**src/tag_settings.svh**
```systemverilog
`ifndef TAG_SETTINGS_SVH
`define TAG_SETTINGS_SVH

// Trace memory address width, 32 entries
`define TAG_TRACE_AW 5

// Tag packet header fields
`define TAG_NODE_W 2
`define TAG_LEN_W 4

// Configuration payload and wait count
`define TAG_PAYLOAD_W 16

`endif

```
**src/tag_pkg.sv**
```systemverilog
`default_nettype none

`include "tag_settings.svh"

package tag_pkg;

  // Trace opcodes, code 2'b11 acts as done
  typedef enum logic [1:0] {
    TAG_OP_SEND = 2'b00,
    TAG_OP_WAIT = 2'b01,
    TAG_OP_DONE = 2'b10
  } tag_op_e;

  typedef logic [`TAG_PAYLOAD_W-1:0] tag_payload_t;

  // One 32-bit trace entry
  typedef struct packed {
    tag_op_e                 op;
    logic [`TAG_NODE_W-1:0]  node;
    logic [`TAG_LEN_W-1:0]   len;
    logic [7:0]              rsvd;
    tag_payload_t            payload;
  } tag_entry_t;

  typedef enum logic [2:0] {
    REPLAY_IDLE,
    REPLAY_FETCH,
    REPLAY_DECODE,
    REPLAY_SHIFT,
    REPLAY_WAIT,
    REPLAY_DONE
  } replay_state_e;

  typedef enum logic [1:0] {
    CLIENT_IDLE,
    CLIENT_HEADER,
    CLIENT_PAYLOAD
  } client_state_e;

endpackage

`default_nettype wire

```
**src/trace_rd_if.sv**
```systemverilog
`timescale 1ns/1ps
`default_nettype none

`include "tag_settings.svh"

interface trace_rd_if;

  // Request side, from the replay engine
  logic                     rd_req;
  logic [`TAG_TRACE_AW-1:0] rd_addr;
  logic                     rd_data_valid;

  // Response side, one cycle after rd_req
  logic [31:0]              rd_data;
  logic                     rd_valid;

  modport replay (output rd_req, rd_addr, rd_data_valid, input rd_data, rd_valid);
  modport mem (input rd_req, rd_addr, rd_data_valid, output rd_data, rd_valid);

endinterface

`default_nettype wire
```
**src/tag_boot_top.sv**
```systemverilog
`timescale 1ns/1ps
`default_nettype none

`include "tag_settings.svh"

module tag_boot_top
  (input  logic                     clk_i
  ,input  logic                     rst_i
  ,input  logic                     start_i

  ,input  logic                     wb_cyc_i
  ,input  logic                     wb_stb_i
  ,input  logic                     wb_we_i
  ,input  logic [`TAG_TRACE_AW-1:0] wb_adr_i
  ,input  logic [31:0]              wb_dat_i
  ,output logic [31:0]              wb_dat_o
  ,output logic                     wb_ack_o

  ,output logic                     busy_o
  ,output logic                     done_o
  ,output logic                     tag_data_o
  ,output tag_pkg::tag_payload_t    cfg0_o
  ,output tag_pkg::tag_payload_t    cfg1_o
  );

  trace_rd_if trace_rd ();

  ////////////////////
  // Trace storage

  tag_trace_mem i_tag_trace_mem
    (.clk_i    (clk_i)
    ,.rst_i    (rst_i)
    ,.wb_cyc_i (wb_cyc_i)
    ,.wb_stb_i (wb_stb_i)
    ,.wb_we_i  (wb_we_i)
    ,.wb_adr_i (wb_adr_i)
    ,.wb_dat_i (wb_dat_i)
    ,.wb_dat_o (wb_dat_o)
    ,.wb_ack_o (wb_ack_o)
    ,.rd       (trace_rd.mem)
    );

  ////////////////////
  // Replay engine

  tag_trace_replay i_tag_trace_replay
    (.clk_i      (clk_i)
    ,.rst_i      (rst_i)
    ,.start_i    (start_i)
    ,.rd         (trace_rd.replay)
    ,.tag_data_o (tag_data_o)
    ,.busy_o     (busy_o)
    ,.done_o     (done_o)
    );

  // Both clients share the one serial line
  tag_client #(.node_id_p(`TAG_NODE_W'(0))) i_tag_client_0
    (.clk_i      (clk_i)
    ,.rst_i      (rst_i)
    ,.tag_data_i (tag_data_o)
    ,.cfg_o      (cfg0_o)
    );

  tag_client #(.node_id_p(`TAG_NODE_W'(1))) i_tag_client_1
    (.clk_i      (clk_i)
    ,.rst_i      (rst_i)
    ,.tag_data_i (tag_data_o)
    ,.cfg_o      (cfg1_o)
    );

endmodule

`default_nettype wire

```
**src/tag_client.sv**
```systemverilog
`timescale 1ns/1ps
`default_nettype none

`include "tag_settings.svh"

module tag_client
  #(parameter logic [`TAG_NODE_W-1:0] node_id_p = '0)
  (input  logic                  clk_i
  ,input  logic                  rst_i
  ,input  logic                  tag_data_i
  ,output tag_pkg::tag_payload_t cfg_o
  );

  import tag_pkg::*;

  localparam int hdr_w_lp = `TAG_NODE_W + `TAG_LEN_W;
  localparam logic [`TAG_LEN_W-1:0] hdr_last_lp = (`TAG_LEN_W)'(hdr_w_lp - 1);

  client_state_e         state_r;
  logic [`TAG_LEN_W-1:0] cnt_r;
  logic [hdr_w_lp-1:0]   hdr_r;
  logic [hdr_w_lp-1:0]   hdr_nxt;
  tag_payload_t          data_r;
  tag_payload_t          data_nxt;
  logic [`TAG_LEN_W-1:0] len_w;
  logic                  match_w;

  // Header arrives LSB first, node then len
  assign hdr_nxt = {tag_data_i, hdr_r[hdr_w_lp-1:1]};
  assign len_w   = hdr_r[hdr_w_lp-1:`TAG_NODE_W];
  assign match_w = (hdr_r[`TAG_NODE_W-1:0] == node_id_p);

  always_comb
  begin
    data_nxt        = data_r;
    data_nxt[cnt_r] = tag_data_i;
  end

  ////////////////////
  // Deserializer FSM

  always_ff @(posedge clk_i)
  begin
    if (rst_i)
    begin
      state_r <= CLIENT_IDLE;
      cnt_r   <= '0;
      cfg_o   <= '0;
    end
    else
    begin
      case (state_r)
        CLIENT_IDLE:
          if (tag_data_i)
          begin
            state_r <= CLIENT_HEADER;
            cnt_r   <= '0;
          end
        CLIENT_HEADER:
          if (cnt_r == hdr_last_lp)
          begin
            state_r <= CLIENT_PAYLOAD;
            cnt_r   <= '0;
          end
          else
            cnt_r <= cnt_r + 1'b1;
        CLIENT_PAYLOAD:
          // Runs to the end even for other nodes
          if (cnt_r == len_w)
          begin
            state_r <= CLIENT_IDLE;
            if (match_w)
              cfg_o <= data_nxt;
          end
          else
            cnt_r <= cnt_r + 1'b1;
        default:
          state_r <= CLIENT_IDLE;
      endcase
    end
  end

  ////////////////////
  // Shift registers

  always_ff @(posedge clk_i)
  begin
    if (state_r == CLIENT_HEADER)
      hdr_r <= hdr_nxt;

    // Upper bits stay zero for short payloads
    if ((state_r == CLIENT_HEADER) && (cnt_r == hdr_last_lp))
      data_r <= '0;
    else if (state_r == CLIENT_PAYLOAD)
      data_r <= data_nxt;
  end

endmodule

`default_nettype wire

```
**src/tag_trace_mem.sv**
```systemverilog
`timescale 1ns/1ps
`default_nettype none

`include "tag_settings.svh"

module tag_trace_mem
  (input  logic                     clk_i
  ,input  logic                     rst_i

  ,input  logic                     wb_cyc_i
  ,input  logic                     wb_stb_i
  ,input  logic                     wb_we_i
  ,input  logic [`TAG_TRACE_AW-1:0] wb_adr_i
  ,input  logic [31:0]              wb_dat_i
  ,output logic [31:0]              wb_dat_o
  ,output logic                     wb_ack_o

  ,trace_rd_if.mem                  rd
  );

  localparam int depth_lp = 1 << `TAG_TRACE_AW;

  logic [31:0] mem_r [0:depth_lp-1];

  // New Wishbone cycle, ack not yet given
  logic wb_hit;
  assign wb_hit = wb_cyc_i & wb_stb_i & ~wb_ack_o;

  ////////////////////
  // Handshake state

  always_ff @(posedge clk_i)
  begin
    if (rst_i)
    begin
      wb_ack_o    <= 1'b0;
      rd.rd_valid <= 1'b0;
    end
    else
    begin
      wb_ack_o    <= wb_hit;
      rd.rd_valid <= rd.rd_req;
    end
  end

  ////////////////////
  // Storage and read data

  always_ff @(posedge clk_i)
  begin
    if (wb_hit & wb_we_i)
      mem_r[wb_adr_i] <= wb_dat_i;

    if (wb_hit & ~wb_we_i)
      wb_dat_o <= mem_r[wb_adr_i];

    // Replay port, emptied once the entry is taken
    if (rd.rd_req)
      rd.rd_data <= mem_r[rd.rd_addr];
    else if (rd.rd_data_valid)
      rd.rd_data <= '0;
  end

endmodule

`default_nettype wire

```
**src/tag_trace_replay.sv**
```systemverilog
`timescale 1ns/1ps
`default_nettype none

`include "tag_settings.svh"

module tag_trace_replay
  (input  logic       clk_i
  ,input  logic       rst_i
  ,input  logic       start_i

  ,trace_rd_if.replay rd

  ,output logic       tag_data_o
  ,output logic       busy_o
  ,output logic       done_o
  );

  import tag_pkg::*;

  // Start bit, node, len and payload
  localparam int pkt_w_lp = 1 + `TAG_NODE_W + `TAG_LEN_W + `TAG_PAYLOAD_W;

  replay_state_e            state_r;
  logic [`TAG_TRACE_AW-1:0] addr_r;
  logic                     req_sent_r;
  tag_entry_t               entry_r;
  logic [pkt_w_lp-1:0]      shift_r;
  tag_payload_t             cnt_r;
  logic                     last_addr;
  logic                     step;

  ////////////////////
  // Trace read path

  assign rd.rd_req        = (state_r == REPLAY_FETCH) & ~req_sent_r;
  assign rd.rd_addr       = addr_r;
  assign rd.rd_data_valid = (state_r == REPLAY_FETCH) & req_sent_r & rd.rd_valid;

  assign last_addr = &addr_r;

  // Entry finished, move on to the next address
  assign step = (((state_r == REPLAY_SHIFT) | (state_r == REPLAY_WAIT)) & (cnt_r == '0))
              | ((state_r == REPLAY_DECODE) & (entry_r.op == TAG_OP_WAIT)
                 & (entry_r.payload == '0));

  assign busy_o     = (state_r == REPLAY_FETCH) | (state_r == REPLAY_DECODE)
                    | (state_r == REPLAY_SHIFT) | (state_r == REPLAY_WAIT);
  assign done_o     = (state_r == REPLAY_DONE);
  assign tag_data_o = (state_r == REPLAY_SHIFT) & shift_r[0];

  ////////////////////
  // Control FSM

  always_ff @(posedge clk_i)
  begin
    if (rst_i)
    begin
      state_r    <= REPLAY_IDLE;
      addr_r     <= '0;
      req_sent_r <= 1'b0;
      cnt_r      <= '0;
    end
    else
    begin
      case (state_r)
        REPLAY_IDLE, REPLAY_DONE:
          if (start_i)
          begin
            state_r    <= REPLAY_FETCH;
            addr_r     <= '0;
            req_sent_r <= 1'b0;
          end
        REPLAY_FETCH:
          if (!req_sent_r)
            req_sent_r <= 1'b1;
          else if (rd.rd_valid)
          begin
            req_sent_r <= 1'b0;
            state_r    <= REPLAY_DECODE;
          end
        REPLAY_DECODE:
          case (entry_r.op)
            TAG_OP_SEND:
            begin
              state_r <= REPLAY_SHIFT;
              // 7 header bits plus len+1 payload bits
              cnt_r   <= tag_payload_t'(entry_r.len) + tag_payload_t'(7);
            end
            TAG_OP_WAIT:
              if (entry_r.payload != '0)
              begin
                state_r <= REPLAY_WAIT;
                cnt_r   <= entry_r.payload - 1'b1;
              end
            default:
              state_r <= REPLAY_DONE;
          endcase
        REPLAY_SHIFT, REPLAY_WAIT:
          if (cnt_r != '0)
            cnt_r <= cnt_r - 1'b1;
        default:
          state_r <= REPLAY_IDLE;
      endcase

      if (step)
      begin
        if (last_addr)
          state_r <= REPLAY_DONE;
        else
        begin
          addr_r  <= addr_r + 1'b1;
          state_r <= REPLAY_FETCH;
        end
      end
    end
  end

  ////////////////////
  // Entry and serializer

  always_ff @(posedge clk_i)
  begin
    if (rd.rd_data_valid)
      entry_r <= tag_entry_t'(rd.rd_data);

    // LSB goes out first
    if (state_r == REPLAY_DECODE)
      shift_r <= {entry_r.payload, entry_r.len, entry_r.node, 1'b1};
    else if (state_r == REPLAY_SHIFT)
      shift_r <= shift_r >> 1;
  end

endmodule

`default_nettype wire

```
**config.mk**
```make
export PLATFORM = sky130hd
export DESIGN_NAME = tag_boot_top
export DESIGN_NICKNAME = d
export VERILOG_FILES = /design/src/tag_pkg.sv /design/src/trace_rd_if.sv /design/src/tag_boot_top.sv /design/src/tag_client.sv /design/src/tag_trace_mem.sv /design/src/tag_trace_replay.sv
export VERILOG_INCLUDE_DIRS = /design/src
export SDC_FILE = /design/constraint.sdc
export NUM_CORES = 2
export LEC_CHECK = 0
export ABC_AREA = 1
export BUFFER_PORTS_ARGS = -buffer_cell sky130_fd_sc_hd__buf_2
export CAP_MARGIN = 20
export CELL_PAD_IN_SITES_DETAIL_PLACEMENT = 1
export CELL_PAD_IN_SITES_GLOBAL_PLACEMENT = 2
export CORE_UTILIZATION = 42
export DETAILED_ROUTE_END_ITERATION = 8
export MAX_ROUTING_LAYER = met4
export PLACE_DENSITY = 0.83
export SLEW_MARGIN = 20
export SYNTH_ARGS = -nofsm -noshare
export SYNTH_HDL_FRONTEND = slang
export SYNTH_SLANG_ARGS = --single-unit
export TNS_END_PERCENT = 50
```
**constraint.sdc**
```tcl
create_clock -name clk_i -period 3.85 [get_ports clk_i]
set_clock_uncertainty 0.15 [all_clocks]
set_input_delay 0.385 -clock clk_i [delete_from_list [all_inputs] [get_ports clk_i]]
set_output_delay 0.385 -clock clk_i [all_outputs]
set_load 0.005 [all_outputs]
```
== Word level (Yosys, flattened, before mapping) ==
Memory sizes are Yosys's and may differ from the RTL's. A register that Yosys moved wholly into a read port is not among the register bits.
Cells that the tools add are included.
Operators by class
  add/subtract/negate cells: 6
  multiplexer cells: 47
  reductions and logical operators: 31
  $lt $le $gt $ge: 4
  eq/ne operators: 32
  bitwise logic cells: 19
Operators with widths (number)
  32-bit two-way mux: 2
  16-bit case mux with 2 select lines: 2
  23-bit two-way mux: 2
  16-bit bitwise mux: 2
  16-bit zero test: 2
  16-bit two-way mux: 2
  16-bit nonzero test: 2
  16-bit by 1-bit subtractor with 16-bit output (second input constant): 2
  5-bit two-way mux: 5
  4-bit case mux with 3 select lines: 2
  4-bit two-way mux: 5
  3-bit two-way mux: 6
  3-bit AND reduction: 6
  2-bit by 1-bit inequality test with 1-bit output (second input constant): 7
  2-bit case mux with 3 select lines: 2
  3-bit case mux with 4 select lines: 1
  1-bit bitwise AND: 11
  4-bit by 5-bit < comparator with 1-bit output (second input constant): 2
  2-bit two-way mux: 5
  5-bit AND reduction: 2
  4-bit by 1-bit adder with 4-bit output (second input constant): 2
  1-bit demux with 4-bit select: 2
  2-bit by 1-bit == test with 1-bit output (second input constant): 4
  4-bit by 3-bit == test with 1-bit output (second input constant): 2
  26 further kinds: 59
Storage, ports and cells
  output and inout port bits: 68
  input port bits: 43
  memories kept: 1
  RAM bits: 1024
  flip-flop bits (word level): 194
  logic and storage cells: 163
Memories
  i_tag_trace_mem.mem_r: depth 32, bits a word 32, read ports 2, clocked after Yosys merged registers in 2, wr ports 1, RTL line tag_trace_mem.sv:23  | logic [31:0] mem_r [0:depth_lp-1];

== Longest topological paths before layout ==
  word-level depth: 6
  mapped depth: 11
  mapped depth without buffers: 10

== By module ==
Synthesis repeated with hierarchy kept, for this count alone.
Unflattened totals
  cells, all modules: 6217
  area, all modules: 59331.9 µm²
By module, submodules not included
  tag_trace_mem: sequential area each 32711.4 µm², area each 50686.1 µm², instances 1, cells an instance 5001
  tag_trace_replay: sequential area each 1901.8 µm², area each 4172.8 µm², instances 1, cells an instance 580
  tag_client at i_tag_client_0: sequential area each 940.9 µm², area each 2257.2 µm², instances 1, cells an instance 319
  tag_client at i_tag_client_1: sequential area each 940.9 µm², area each 2215.9 µm², instances 1, cells an instance 317

== Worst setup path before layout ==
No wires, ideal clock.
  path kind: input -> register
  from: input wb_adr_i[1]
  to: memory i_tag_trace_mem.mem_r[0][0], enable pin
  stages on the path: 5
  path buffers: 2
  arrival: 2.525 ns
  slack: 0.753 ns
  setup time: 0.421 ns
  cells stage by stage: nor2_1 buf_2 buf_2 nand2_1 nor2_1
RTL lines
  start, declared: RTL line tag_boot_top.sv:14  | ,input logic [`TAG_TRACE_AW-1:0] wb_adr_i
  end, declared: RTL line tag_trace_mem.sv:23
Straight into the memory's write port.

== Worst setup path after layout ==
  from: register i_tag_trace_replay.state_r[2]
  to: output tag_data_o
On the way
  cells in the longest elaborated chain, start to end: 2
Ends and longest elaborated chain
  start, declared: RTL line tag_trace_replay.sv:23  | replay_state_e state_r;
  start signal, assigned: RTL line tag_trace_replay.sv:58  | state_r <= REPLAY_IDLE;
  start signal, assigned: RTL line tag_trace_replay.sv:69  | state_r <= REPLAY_FETCH;
  start signal, assigned: RTL line tag_trace_replay.sv:79  | state_r <= REPLAY_DECODE;
  3-bit by 2-bit == test with 1-bit output: RTL line tag_trace_replay.sv:49  | assign tag_data_o = (state_r == REPLAY_SHIFT) & shift_r[0];
  1-bit bitwise AND: RTL line tag_trace_replay.sv:49
  end, declared: RTL line tag_boot_top.sv:21  | ,output logic tag_data_o
No other way between the ends.

==> flow_summary.json <==
{
  "outcome": "finished clean",
  "timing.reg2reg.setup_slack_ps": 900,
  "crit_fanout": 28,
  "fin_nets": 5562,
  "ys_types": 36,
  "cts_inserted_buffers": 140,
  "grt_pass1_vias": 45100,
  "vdd_ir_drop_max_v": 0.000424,
  "clk_path_buf_depth": 3,
  "regArea_um2": 36300,
  "die_y_um": 366,
  "timing.critical_path.mode_cell": "inv_2",
  "root_buffer": "clkbuf_16",
  "holdWs_ps": 51.4,
  "synth_area_leader_cell": "edfxtp_1",
  "pwr-share-clk_pct": 39.4,
  "cp_slowest_cell": "nand2_2",
  "r2r_end": "i_tag_trace_replay.rd.rd_addr[3]",
  "drt_first_pass_iters": 6,
  "avgViaCountPerCell": 5.95,
  "synth_area_um2": 55700,
  "drive_above_1_share_pct": 9.61,
  "drc": 0,
  "grt_max_degree": 121,
  "synth_fp_nets": 5460,
  "worstSkewPairLatency_ps": 790,
  "synth-seq-cells": 1242,
  "antenna_found_initial": 12,
  "placedCellCount": 7071,
  "critPathArrivalTime_ps": 2700,
  "p_sw_uw": 9420,
  "holdPathStages": 1,
  "grt_pass1_wl_um": 302000,
  "yosys_warnings": 0,
  "die_w_um": 366,
  "fmax_mhz": 309,
  "path_class": "register to primary output",
  "dieArea_um2": 134000,
  "power.total_uw": 33400,
  "rows": 133,
  "drv_cap": 0,
  "ios": 111,
  "critPathMaxStageDelay_ps": 490,
  "io_buffers": 110,
  "hold_viol": 0,
  "clkTransAtPathRegs_ps": 60,
  "reg2reg_depth": 11,
  "vias": 43900,
  "min_path_type": "input pin to register",
  "antenna_left": 0,
  "endpoint_kind": "primary output",
  "multi_input_area_um2": 17700,
  "crit_path_start_kind": "register",
  "fin_crit_ps": 3240,
  "cts_resized": 0,
  "wl_per_cell_um": 27.8,
  "nFillCells": 14200,
  "synthCells": 5393,
  "core_um2": 131000,
  "min_from": "wb_dat_i[18]",
  "ys_seq_area_share_pct": 65.1,
  "fin_crit_sh_pct": 84.1,
  "areaGrowthSynthToFinish_pct": 14.8,
  "reg2reg_from": "i_tag_trace_replay.rd.rd_addr[0]",
  "fin_tns_setup_ps": 0,
  "postCtsSetupBuffers": 0,
  "tritoncts": "built",
  "crit_chain": "inv_2 -> nand3_2 -> inv_2 -> nand2_2 -> inv_1 -> buf_2",
  "synthTopCellsByArea": "edfxtp_1 (61%), nand2_1 (12%), a22oi_1 (6.9%)",
  "crit_required_ps": 3310,
  "comb_power_share_pct": 14.1,
  "sequentialPowerShare_pct": 46.5,
  "cts.sinks": 1242,
  "place.gp.congestion": 0.839,
  "rsz0062_at_grt": "no",
  "gr-total-overflow": 0,
  "swShare_pct": 28.2,
  "finalSetupViolations": 0,
  "synth.top_cell.area_share_pct": 61.4,
  "utilization_pct": 48.6,
  "min_to": "i_tag_trace_mem.mem_r[29][18]",
  "avgSynthCellArea_um2": 10.3,
  "drt-total-wl_um": 205000,
  "start_util_pct": 42.3,
  "intPower_uw": 23900,
  "pwr_density_cell_nw_per_um2": 522,
  "slew_headroom_pct": 32.0,
  "track_usage_pct": 31.2,
  "hpwl_um": 118000,
  "tightest_slew_ps": 1020,
  "htreeDepth": 4,
  "drt_iter0_drc": 4245,
  "leakagePower_uw": 0.0237,
  "fin_cells": 7374,
  "slew_viol_final": 0
}
## metrics by stage
| step | setup WS, ps | instance area, µm² |
|---|---|---|
| floorplan | 753 | 55700 |
| global placement | 910 | 59000 |
| detailed placement | 902 | 59100 |
| CTS | 514 | 63900 |
| global route | 395 | 63900 |
| finish | 610 | 63900 |
## registers in the layout, summed over array words and instances (netlist names), 16 cells and up
| name | count |
|---|---|
| i_tag_trace_mem.mem_r | 1024 |
| i_tag_trace_mem.wb_dat_o | 32 |
| i_tag_trace_mem.rd.rd_data | 24 |
| i_tag_trace_replay.entry_r | 24 |
| i_tag_trace_replay.shift_r | 23 |
| i_tag_client_0.cfg_o | 16 |
| i_tag_client_0.data_r | 16 |
| i_tag_client_1.cfg_o | 16 |
| i_tag_client_1.data_r | 16 |
| i_tag_trace_replay.cnt_r | 16 |
## synth_stat cells, drive strengths merged
cell type     n
inv         121
nand3       516
nor3         12
o21ai       249
dfxtp       104
edfxtp     1138
a21oi        89
ha           24
and2          5
nand4         9
o22ai        21
nor2        467
o211ai        6
a31oi         8
o21bai        1
nand2      1739
a22oi       512
nand3b       15
buf         234
nor3b         1
a21boi        1
xor2         10
a22o          2
o22a          1
clkinv        1
clkbuf      106
or2           1
## cell families (layout without fill, tap and decap cells)
kind of cell             Yosys count  in the layout  share of synthesized area [%]
buffers and inverters            462            677                           3.62
flip-flops                      1242           1242                           65.1
adder cells (fa/ha/maj)           24             24                          0.539
XOR/XNOR                          10             10                          0.157
AO/OA/AOI/OAI                    890            890                           10.4
AND/OR/NAND/NOR                 2765           2765                           20.1
other                              0             11                              0
## layout by cell type, fill, tap and decap left out, types with 15 or more instances in the layout
| master | n |
|---|---|
| edfxtp_1 | 1138 |
| o21ai_1 | 68 |
| buf_4 | 99 |
| dfxtp_1 | 99 |
| dlygate4sd3_1 | 37 |
| o22ai_1 | 21 |
| clkinv_1 | 31 |
| nand3b_1 | 15 |
| nand3_1 | 512 |
| inv_1 | 99 |
| clkinv_2 | 23 |
| nor2_1 | 426 |
| nand2_1 | 1737 |
| o21ai_0 | 181 |
| buf_2 | 110 |
| nor2_4 | 36 |
| inv_2 | 17 |
| ha_1 | 24 |
| a22oi_1 | 512 |
| a21oi_1 | 88 |
| buf_12 | 53 |
| clkbuf_1 | 33 |
| clkbuf_16 | 141 |
## routing by layer
| layer | global-route usage [%] | vias to the layer above | part of all wire [%] |
|---|---|---|---|
| li1 | - | 19300 | - |
| met1 | 39.5 | 22500 | 40 |
| met2 | 50.8 | 1730 | 49 |
| met3 | 4.51 | 378 | 7.1 |
| met4 | 12.2 | 0 | 3.8 |
| met5 | - | - | 0 |
## how the worst max path moves through the flow
stage                                   from  slack [ps]  depth (start not counted)                           end
6_report       i_tag_trace_replay.state_r[2]         610                          6                    tag_data_o
5_1_grt        i_tag_trace_replay.state_r[2]         390                          6                    tag_data_o
3_3_place_gp                     wb_adr_i[1]         910                         11  i_tag_trace_mem.wb_dat_o[17]
4_1_cts        i_tag_trace_replay.state_r[2]         510                          6                    tag_data_o
3_5_place_dp                     wb_adr_i[1]         900                         11  i_tag_trace_mem.wb_dat_o[17]
2_1_floorplan                    wb_adr_i[1]         750                          5   i_tag_trace_mem.mem_r[0][0]
## power groups by stage
stage / combinational (µW) / clock [µW] / sequential (µW)
after floorplan: 2930 / 0 / 15600
after global placement: 4500 / 0 / 15800
after detailed placement: 4630 / 0 / 15800
after CTS: 4690 / 13300 / 15500
after global routing: 5170 / 13800 / 15600
final: 4700 / 13100 / 15500
## critical path: cells and delay by family, from the launching register on
family        cells  cell delay [ps]
buf+inv           4              930
flops             1              350
simple gates      2              620
## area by class of cell
| cell class | instances | area share (%) |
|---|---|---|
| Timing Repair Buffer | 300 | 4.31 |
| Inverter | 122 | 0.752 |
| Sequential cell | 1242 | 56.7 |
| Clock buffer | 176 | 5.76 |
| Tap cell | 1755 | 3.44 |
| Antenna cell | 11 | 0.0431 |
| Clock inverter | 79 | 1.22 |
| Multi-Input combinational cell | 3689 | 27.7 |
## repair_timing
action | 4_1_cts | 5_1_grt
setup endpoints to repair | 0 | 0
hold buffers | 37 | 0
hold endpoints to repair | 929 | 0
(Power assumes the default switching activity.)
